<file path="config.mk">
export PLATFORM = sky130hd
export DESIGN_NAME = glitch_monitor
export DESIGN_NICKNAME = d
export VERILOG_FILES = /design/src/common/glitch_pkg.sv /design/src/pulse_timer/pulse_timer.sv /design/src/glitch_monitor.sv /design/src/session_ctrl.sv /design/src/width_checker.sv
export SDC_FILE = /design/constraint.sdc
export NUM_CORES = 1
export LEC_CHECK = 0
export ABC_AREA = 1
export BUFFER_PORTS_ARGS = -buffer_cell sky130_fd_sc_hd__buf_2
export CORE_ASPECT_RATIO = 1.25
export CORE_UTILIZATION = 29
export DETAILED_ROUTE_END_ITERATION = 8
export SETUP_SLACK_MARGIN = 0.02
export SKIP_LAST_GASP = 1
export SYNTH_ARGS = -nofsm -noshare
export SYNTH_HDL_FRONTEND = slang
export SYNTH_SLANG_ARGS = --single-unit
</file>
<file path="constraint.sdc">
create_clock -name in -period 5.26 [get_ports in]
set_input_delay 0.526 -clock in [delete_from_list [all_inputs] [get_ports in]]
set_output_delay 0.526 -clock in [all_outputs]
set_load 0.02 [all_outputs]
</file>
<file path="src/common/glitch_pkg.sv">
package glitch_pkg;

	// clock-cycle counts, saturating at all ones
	typedef logic [15:0] width_t;

	// rising edges seen in one session
	typedef logic [23:0] edge_cnt_t;

	// cycles from the first to the last rising edge
	typedef logic [31:0] span_t;

	// one kind of violation, saturating
	typedef logic [7:0] viol_cnt_t;

	// expected timing of the monitored signal
	localparam width_t PERIOD_CYC = 16'd8;
	localparam width_t HIGH_CYC = 16'd4;
	localparam width_t LOW_CYC = 16'd4;
	localparam width_t WIDTH_TOL = 16'd1;
	localparam width_t PERIOD_TOL = 16'd1;

	// slack on the whole span, not per period
	localparam span_t AVG_SLACK = 32'd2;
	localparam edge_cnt_t MIN_EDGES = 24'd16;

	typedef enum logic [1:0] {
		IDLE,
		RUNNING,
		REPORT
	} session_state_t;

	// only meaningful while strobe is set
	typedef struct packed {
		logic   strobe;
		logic   rise;
		logic   half_valid;
		width_t half_width;
		logic   period_valid;
		width_t period;
	} edge_meas_t;

	typedef struct packed {
		logic high_width;
		logic low_width;
		logic period;
	} viol_t;

	typedef struct packed {
		viol_cnt_t high;
		viol_cnt_t low;
		viol_cnt_t period;
	} viol_counts_t;

	typedef struct packed {
		logic         not_started;
		edge_cnt_t    edges;
		logic         too_few_edges;
		logic         avg_fail;
		viol_counts_t counts;
	} report_t;

endpackage

</file>
<file path="src/pulse_timer/pulse_timer.sv">
`timescale 1ns/10ps

module pulse_timer (
	input  logic                   in,
	input  logic                   rst,
	input  logic                   sig,
	input  logic                   arm,
	input  logic                   running,
	output glitch_pkg::edge_meas_t meas
);
	import glitch_pkg::*;

	logic   sig_s1;
	logic   sig_s2;
	logic   sig_prev;
	logic   rise_q;
	logic   fall_q;
	logic   strobe;
	width_t cnt_edge;
	width_t cnt_rise;
	width_t cnt_fall;
	logic   seen_rise;
	logic   seen_fall;

	function automatic width_t sat_inc(input width_t v);
		sat_inc = (v == '1) ? v : v + width_t'(1);
	endfunction

	// two synchronizer stages, then the previous value for edge detect
	always_ff @(posedge in) begin
		if (rst) begin
			sig_s1 <= 1'b0;
			sig_s2 <= 1'b0;
			sig_prev <= 1'b0;
			rise_q <= 1'b0;
			fall_q <= 1'b0;
		end else begin
			sig_s1 <= sig;
			sig_s2 <= sig_s1;
			sig_prev <= sig_s2;
			rise_q <= sig_s2 & ~sig_prev;
			fall_q <= ~sig_s2 & sig_prev;
		end
	end

	// edges outside a session are dropped here
	assign strobe = (rise_q | fall_q) & running;

	// a counter restarted at 1 reads N on the strobe N cycles later
	always_ff @(posedge in) begin
		if (rst) begin
			cnt_edge <= '0;
			cnt_rise <= '0;
			cnt_fall <= '0;
			seen_rise <= 1'b0;
			seen_fall <= 1'b0;
		end else begin
			cnt_edge <= strobe ? width_t'(1) : sat_inc(cnt_edge);
			cnt_rise <= (strobe && rise_q) ? width_t'(1) : sat_inc(cnt_rise);
			cnt_fall <= (strobe && fall_q) ? width_t'(1) : sat_inc(cnt_fall);
			if (arm) begin
				seen_rise <= 1'b0;
				seen_fall <= 1'b0;
			end else if (strobe) begin
				if (rise_q)
					seen_rise <= 1'b1;
				else
					seen_fall <= 1'b1;
			end
		end
	end

	always_comb begin
		meas.strobe = strobe;
		meas.rise = rise_q;
		// the half-cycle that ends here began at an edge of the other kind
		meas.half_valid = strobe & (rise_q ? seen_fall : seen_rise);
		meas.half_width = cnt_edge;
		meas.period_valid = strobe & (rise_q ? seen_rise : seen_fall);
		meas.period = rise_q ? cnt_rise : cnt_fall;
	end

	a_meas_nonzero: assert property (@(posedge in) disable iff (rst)
		(meas.half_valid |-> meas.half_width != '0) and
		(meas.period_valid |-> meas.period != '0));

	a_no_strobe_idle: assert property (@(posedge in) disable iff (rst)
		!running |-> !meas.strobe);

endmodule

</file>
<file path="src/glitch_monitor.sv">
`timescale 1ns/10ps

module glitch_monitor (
	input  logic                in,
	input  logic                rst,
	input  logic                sig,
	input  logic                start,
	input  logic                stop,
	output logic                running,
	output glitch_pkg::viol_t   viol,
	output logic                report_valid,
	output glitch_pkg::report_t report
);
	import glitch_pkg::*;

	edge_meas_t   meas;
	viol_counts_t counts;
	logic         arm;

	pulse_timer i_pulse_timer (
		.in      (in),
		.rst     (rst),
		.sig     (sig),
		.arm     (arm),
		.running (running),
		.meas    (meas)
	);

	width_checker i_width_checker (
		.in      (in),
		.rst     (rst),
		.meas    (meas),
		.arm     (arm),
		.running (running),
		.viol    (viol),
		.counts  (counts)
	);

	// owns the session and assembles the report
	session_ctrl i_session_ctrl (
		.in           (in),
		.rst          (rst),
		.start        (start),
		.stop         (stop),
		.meas         (meas),
		.counts       (counts),
		.arm          (arm),
		.running      (running),
		.report_valid (report_valid),
		.report       (report)
	);

endmodule

</file>
<file path="src/session_ctrl.sv">
`timescale 1ns/10ps

module session_ctrl (
	input  logic                     in,
	input  logic                     rst,
	input  logic                     start,
	input  logic                     stop,
	input  glitch_pkg::edge_meas_t   meas,
	input  glitch_pkg::viol_counts_t counts,
	output logic                     arm,
	output logic                     running,
	output logic                     report_valid,
	output glitch_pkg::report_t      report
);
	import glitch_pkg::*;

	session_state_t state;
	logic           start_q;
	logic           start_qq;
	logic           stop_q;
	logic           stop_qq;
	logic           start_rise;
	logic           stop_rise;
	logic           stop_idle;
	logic           rise_strobe;
	edge_cnt_t      edges;
	span_t          cyc;
	span_t          span;
	span_t          exp_span;
	report_t        report_next;

	assign start_rise = start_q & ~start_qq;
	assign stop_rise = stop_q & ~stop_qq;
	assign arm = (state == IDLE) & start_rise;
	assign running = (state == RUNNING);
	assign rise_strobe = meas.strobe & meas.rise & running;

	always_ff @(posedge in) begin
		if (rst) begin
			state <= IDLE;
			start_q <= 1'b0;
			start_qq <= 1'b0;
			stop_q <= 1'b0;
			stop_qq <= 1'b0;
			stop_idle <= 1'b0;
			report_valid <= 1'b0;
		end else begin
			start_q <= start;
			start_qq <= start_q;
			stop_q <= stop;
			stop_qq <= stop_q;
			report_valid <= 1'b0;
			case (state)
				IDLE: begin
					if (start_rise) begin
						state <= RUNNING;
						stop_idle <= 1'b0;
					end else if (stop_rise) begin
						state <= REPORT;
						stop_idle <= 1'b1;
					end
				end
				RUNNING: begin
					if (stop_rise)
						state <= REPORT;
				end
				// one extra cycle for the last viol pulse to reach counts
				REPORT: begin
					report_valid <= 1'b1;
					state <= IDLE;
				end
				default: state <= IDLE;
			endcase
		end
	end

	// cyc reads k on a rising strobe k cycles after the first one
	always_ff @(posedge in) begin
		if (rst || arm) begin
			edges <= '0;
			cyc <= '0;
			span <= '0;
		end else begin
			if (running && edges != '0)
				cyc <= cyc + span_t'(1);
			if (rise_strobe) begin
				if (edges != '1)
					edges <= edges + edge_cnt_t'(1);
				if (edges == '0)
					cyc <= span_t'(1);
				else
					span <= cyc;
			end
		end
	end

	// wraps for edges of 0, which the edge-count test covers
	assign exp_span = (span_t'(edges) - span_t'(1)) * span_t'(PERIOD_CYC);

	always_comb begin
		report_next = '0;
		report_next.not_started = stop_idle;
		if (!stop_idle) begin
			report_next.edges = edges;
			report_next.too_few_edges = edges < MIN_EDGES;
			report_next.avg_fail = (edges < edge_cnt_t'(2)) ||
				(span < exp_span - AVG_SLACK) || (span > exp_span + AVG_SLACK);
			report_next.counts = counts;
		end
	end

	always_ff @(posedge in) begin
		if (state == REPORT)
			report <= report_next;
	end

	a_report_pulse: assert property (@(posedge in) disable iff (rst)
		report_valid |=> !report_valid);

	a_arm_idle: assert property (@(posedge in) disable iff (rst)
		arm |-> (state == IDLE) ##1 running);

endmodule

</file>
<file path="src/width_checker.sv">
`timescale 1ns/10ps

module width_checker (
	input  logic                     in,
	input  logic                     rst,
	input  glitch_pkg::edge_meas_t   meas,
	input  logic                     arm,
	input  logic                     running,
	output glitch_pkg::viol_t        viol,
	output glitch_pkg::viol_counts_t counts
);
	import glitch_pkg::*;

	logic  check;
	viol_t viol_next;

	// a saturated count stands for an unknown, too long width
	function automatic logic out_of_bounds(
		input width_t v,
		input width_t nom,
		input width_t tol
	);
		out_of_bounds = (v == '1) || (v < nom - tol) || (v > nom + tol);
	endfunction

	function automatic viol_cnt_t sat_add(input viol_cnt_t c, input logic hit);
		sat_add = (hit && c != '1) ? c + viol_cnt_t'(1) : c;
	endfunction

	assign check = meas.strobe & running;

	// a falling strobe closes a high half-cycle, a rising one a low half-cycle
	always_comb begin
		viol_next.high_width = check & meas.half_valid & ~meas.rise &
			out_of_bounds(meas.half_width, HIGH_CYC, WIDTH_TOL);
		viol_next.low_width = check & meas.half_valid & meas.rise &
			out_of_bounds(meas.half_width, LOW_CYC, WIDTH_TOL);
		viol_next.period = check & meas.period_valid &
			out_of_bounds(meas.period, PERIOD_CYC, PERIOD_TOL);
	end

	always_ff @(posedge in) begin
		if (rst) begin
			viol <= '0;
			counts <= '0;
		end else begin
			viol <= viol_next;
			if (arm) begin
				counts <= '0;
			end else begin
				counts.high <= sat_add(counts.high, viol_next.high_width);
				counts.low <= sat_add(counts.low, viol_next.low_width);
				counts.period <= sat_add(counts.period, viol_next.period);
			end
		end
	end

	// every pulse traces back to a strobe one cycle earlier
	a_viol_after_strobe: assert property (@(posedge in) disable iff (rst)
		!meas.strobe |=> viol == '0);

endmodule
</file>
Word-level counts from Yosys, hierarchy flattened
Index checks and enable logic that the tools add are counted.
Operators by class
  $add $sub $neg: 11
  magnitude comparators: 8
  equality and inequality tests: 13
  mux-type cells: 18
  bitwise logic cells: 25
  reductions and logical operators: 26
Operators with widths (number)
  $mux W32: 3
  $eq A16 B16 Y1 const B: 4
  $add A16 B1 Y16 const B: 3
  $add A32 B1 Y32 const B: 1
  $add A32 B2 Y32 const B: 1
  $gt A32 B32 Y1: 1
  $lt A32 B32 Y1: 1
  $sub A32 B2 Y32 const B: 1
  $sub A24 B1 Y25 const B: 1
  $add A24 B1 Y24 const B: 1
  $add A8 B1 Y8 const B: 3
  $logic_not A24 Y1: 1
  $lt A24 B2 Y1 const B: 1
  $lt A24 B5 Y1 const B: 1
  $ne A24 B24 Y1 const B: 1
  $ne A8 B8 Y1 const B: 3
  $reduce_bool A24 Y1: 1
  $and A1 B1 Y1: 18
  $gt A16 B3 Y1 const B: 1
  $gt A16 B4 Y1 const B: 1
  $lt A16 B2 Y1 const B: 1
  $lt A16 B3 Y1 const B: 1
  $mux W16: 1
  $mux W1: 11
  other kinds (13): 39
Word-level totals
  register bits after elaboration: 229
  input bits: 5
  output and inout port bits: 56
  logic and storage cells: 137

Longest topological paths before layout
  depth after elaboration: 7
  gate-level depth with buffers: 22
  mapped depth without buffers: 22

By module
Synthesis repeated with hierarchy kept, for this count alone.
Unflattened totals
  cell total of the unflattened synthesis: 1942
  area total of the unflattened synthesis: 13873.3 um^2
By module, submodules not included
  session_ctrl: instances 1, cells an instance 1188, area each 9080.0 um^2, sequential area each 3453.3 um^2
  pulse_timer: instances 1, cells an instance 506, area each 3145.5 um^2, sequential area each 1101.1 um^2
  width_checker: instances 1, cells an instance 248, area each 1647.8 um^2, sequential area each 540.5 um^2

Worst setup path before layout
No wires, ideal clock.
  path kind: reg-to-reg
  from: register i_session_ctrl.edges[0]
  to: register, netlist name i_session_ctrl.report[24]
  setup time: 270 ps
  arrival time: 3042 ps
  data required time: 4990 ps
  slack: 1948 ps
  stages on the path, launching flop included: 22
  path buffers: 0
  period minus slack after synthesis: 3312 ps
  cell sequence: dfxtp_1 -> inv_2 -> ha_1 -> xnor2_1 -> nand2_1 -> nor2_2 -> nand2_2 -> nor2_4 -> nand2_2 -> nor2_4 -> nand2_4 -> nor2_8 -> nand4_2 -> nor2_2 -> xnor2_1 -> inv_1 -> ha_1 -> nand4_1 -> o221ai_1 -> a21oi_1 -> a21oi_1 -> a21oi_1
Between the ends
  cells in the longest elaborated chain, start to end: 5
  elaborated cells between the ends (all ways): 8
  classes of those cells: add/sub: 3; order compare: 3; reduce/logical: 2
Ends and longest elaborated chain
  start: declaration: line session_ctrl.sv:26  | edge_cnt_t edges;
  start signal: assignment: line session_ctrl.sv:88  | edges <= edges + edge_cnt_t'(1);
  $sub A24 B1 Y25 (*): line session_ctrl.sv:98  | assign exp_span = (span_t'(edges) - span_t'(1)) * span_t'(PERIOD_CYC);
  named net i_session_ctrl.exp_span[3]: line session_ctrl.sv:29  | span_t exp_span;
  $sub A32 B2 Y32: line session_ctrl.sv:107  | (span < exp_span - AVG_SLACK) || (span > exp_span + AVG_SLACK);
  $lt A32 B32 Y1: line session_ctrl.sv:107
  $logic_or A1 B1 Y1: line session_ctrl.sv:106  | report_next.avg_fail = (edges < edge_cnt_t'(2)) ||
  $logic_or A1 B1 Y1 (*): line session_ctrl.sv:107
The timed path passes the listed nets; every way through them passes the cells marked *.
A chain may end at the register's enable or synchronous reset.

Worst setup path after layout
  from: register i_session_ctrl.edges[0]
  to: register, netlist name i_session_ctrl.report[24]
Between the ends
  cells in the longest elaborated chain, start to end: 5
  elaborated cells between the ends (all ways): 8
  classes of those cells: add/sub: 3; order compare: 3; reduce/logical: 2
Ends and longest elaborated chain (line)
  $sub A24 B1 Y25 (*): session_ctrl.sv:98
  named net i_session_ctrl.exp_span[3]: session_ctrl.sv:29
  $sub A32 B2 Y32: session_ctrl.sv:107
  $lt A32 B32 Y1: session_ctrl.sv:107
  $logic_or A1 B1 Y1: session_ctrl.sv:106
  $logic_or A1 B1 Y1 (*): session_ctrl.sv:107
Marked as above.

==> flow_summary_export.csv <==
group,metric,value,unit
run_status,status,"completed",
sta,maxSlewHeadroom,28.48,%
worst_setup_path,r2r_end,"i_session_ctrl.report[24]$_SDFFCE_PP0P_",
worst_setup_path,cp-startpoint,"i_session_ctrl.edges[0]$_SDFFE_PP0P_",
worst_setup_path,r2r.worst_path.cells,20,
synthesis,synth_seq_cells,229,
synthesis,synth-edff-count,51,
clock_network,clock_path_buffers,3,
worst_setup_path,crit_arrival,4160,ps
place,dp_hpwl,24920,um
sta,setup_slack,1342,ps
sta,fin_crit_sh,74.49,%
clock_network,clock_sink_count,229,
synthesis,synthFlopType,"dfxtp_1",
sta,fin_skew,22.95,ps
global_routing,grt_pass1_vias,10890,
power_and_ir_drop,power.density,258.1,nW/um^2
worst_setup_path,cp-start-kind,"flip-flop",
power_and_ir_drop,p_leak,6.038,nW
global_routing,grt_overflow,0,
final_layout,n_fill_cell,4557,
final_layout,antenna_cells,0,
routing,first_pass_iters,5,
final_layout,finalNetCount,1814,
sta,setup_viol,0,
die,dieHeight,235.9,um
hold_path,worstHoldPathType,"input port to flip-flop",
final_layout,final_common_cell,"nand2_1",
place,dp.cells,2279,
global_routing,antenna_found_initial,0,
clock_network,cts_made_buffers,26,
synthesis,yosysWarningCount,0,
sta,fin_tns_setup,0,ps
synthesis,synth_cells,1684,
final_layout,area_growth,13.97,%
place,pre_cts_ws,1343,ps
clock_network,cts_resized,0,
routing,vias_per_cell,4.761,
final_layout,mostFrequentLayoutCells,"242 x nand2_1, 233 x inv_1, 229 x nor2_1",
clock_network,cts_root_buffer,"clkbuf_16",
worst_setup_path,cp-endpoint,"i_session_ctrl.report[24]$_SDFFCE_PP0P_",
place,io_buffers,60,
global_routing,grt_start_max_net_pins,53,
die,ioPinCount,61,
worst_setup_path,r2r-start,"i_session_ctrl.edges[0]$_SDFFE_PP0P_",
final_layout,stdcell_count,2327,
routing,drc,0,
worst_setup_path,critical_path_class,"flip-flop to flip-flop",
worst_setup_path,crit_path_end_kind,"flip-flop",
clock_network,postCtsSetupRepairBufs,0,
die,row_count,85,
place,finalWeightedCongestion,0.9217,
worst_setup_path,cp_max_fo,9,
die,die-area,44610,sq um
routing,drt-initial-drc-count,643,
routing,ant_nets,0,
global_routing,grt_pass1_wl,53410,um
synthesis,syn_area,12690,sq um
sta,tightest_slew,1073,ps
clock_network,clkTransAtPathRegs,60,ps
worst_setup_path,regToRegSetupSlack,1340,ps
clock_network,cts_hold_buf,0,
sta,rsz0062_at_grt,"no",
sta,period_needed,3918,ps
routing,totalWireLength,32490,um
die,initial_core_util,29.47,%
routing,wl_per_cell,13.96,um
synthesis,syn_nets,1756,
sta,fmax,255.2,MHz
die,die_w,189.1,um
worst_setup_path,critPathRequiredTime,5500,ps
routing,dr_total_vias,11080,
global_routing,track_usage,14.51,%
power_and_ir_drop,vdd_drop_max,0.2360,mV
flow_run,maxCapViolCount,0,
sta,finalHoldViolCount,0,
sta,timing.final.max_slew_violations,0,
synthesis,async_flop_share,0,%
clock_network,worstSkewPairLatency,540,ps
clock_network,cts_tree,"yes",
clock_network,h-tree-depth,1,
die,coreArea,43070,sq um
synthesis,ys_types,55,
synthesis,synth_seq_area_share,40.14,%
synthesis,avgSynthCellArea,7.537,sq um
final_layout,drive_above_1_share,9.137,%
[sequential cells by signal (all words and copies together) (netlist names), 2 cells and up]
register                count
i_session_ctrl.report      51
i_pulse_timer.cnt_fall     16
i_width_checker.viol        3
i_session_ctrl.span        32
i_pulse_timer.cnt_rise     16
i_width_checker.counts     24
i_session_ctrl.edges       24
i_session_ctrl.cyc         32
i_pulse_timer.cnt_edge     16
i_session_ctrl.state        2
[worst min-delay path by stage]
stage,end,cells after the start,from,slack [ps]
2_1_floorplan,i_pulse_timer.sig_s2$_SDFF_PP0_,2,i_pulse_timer.sig_s1$_SDFF_PP0_,390
3_3_place_gp,i_pulse_timer.sig_s2$_SDFF_PP0_,2,i_pulse_timer.sig_s1$_SDFF_PP0_,400
3_5_place_dp,i_pulse_timer.sig_s2$_SDFF_PP0_,2,i_pulse_timer.sig_s1$_SDFF_PP0_,400
4_1_cts,i_session_ctrl.start_q$_SDFF_PP0_,3,start,170
5_1_grt,i_session_ctrl.start_q$_SDFF_PP0_,3,start,200
6_report,i_session_ctrl.start_q$_SDFF_PP0_,3,start,200
[metrics by stage]
step	cell area [sq um]	total power [mW]	hold slack (ps)	utilization (%)
finish	14470	3.734	196.4	33.58
global route	14470	3.873	197.2	33.58
CTS	14470	3.787	168.8	33.58
detailed placement	13610	1.989	400.5	31.59
global placement	13610	1.987	403.3	31.59
floorplan	12690	1.948	388.3	-
[cell type report]
cell class	count	area (sq um)	area share, %
Clock buffer	37	783.3	5.415
Clock inverter	11	76.32	0.5276
Inverter	240	900.9	6.228
Multi-Input combinational cell	1177	6541	45.22
Sequential cell	229	5096	35.23
Tap cell	565	706.9	4.887
Timing Repair Buffer	68	360.3	2.491
[cells in the mapped netlist, drive strengths merged, types with 8 or more instances]
cell | instances | area share (%)
o21ai | 111 | 4.4
nand3 | 83 | 3.4
a211oi | 17 | 1.0
xor2 | 72 | 5.3
nor3 | 70 | 2.9
clkbuf | 25 | 0.75
inv | 236 | 7.0
dfxtp | 178 | 28
nor4 | 23 | 1.1
buf | 13 | 0.53
nor2 | 248 | 8.1
nand2 | 251 | 7.6
ha | 67 | 6.6
a21oi | 132 | 5.2
edfxtp | 51 | 12
nand4 | 51 | 2.6
xnor2 | 11 | 0.82
o21a | 8 | 0.47
[logic make-up after synthesis]
kind of cell,Yosys count,synth area share (%)
compound gates,291,12.48
xor+xnor,83,6.082
fa+ha+maj,67,6.605
flops,229,40.14
buf+inv,278,8.379
simple gates,736,26.31
[per-layer routing]
layer  vias up  global-route usage, %  share of wire [%]
met5         -                      0                  0
met4         0                  5.718                3.5
met3        63                  1.488                3.0
met2       199                  26.19                 49
met1      5090                  17.46                 44
li1       5727                      -                  -
[where the power goes]
group	switching, mW	internal (mW)
logic	0.0885	0.0334
registers	0.0182	1.81
clock network	0.745	1.04
[critical path: stages, from the launching register on]
cell and delay (ps):
dfxtp_1 390, inv_2 190, ha_1 260, nand2_2 150
nor2_2 270, nand2_1 140, xor2_2 260, nand2_1 110
inv_1 80, nand3_1 130, inv_1 130, nand4_1 160
nor2_1 270, nor2_1 80, ha_1 310, nand2_1 70
o21a_1 190, o221ai_1 160, a21oi_1 60, a21oi_1 140
a21oi_1 70
(Power assumes the default switching activity.)
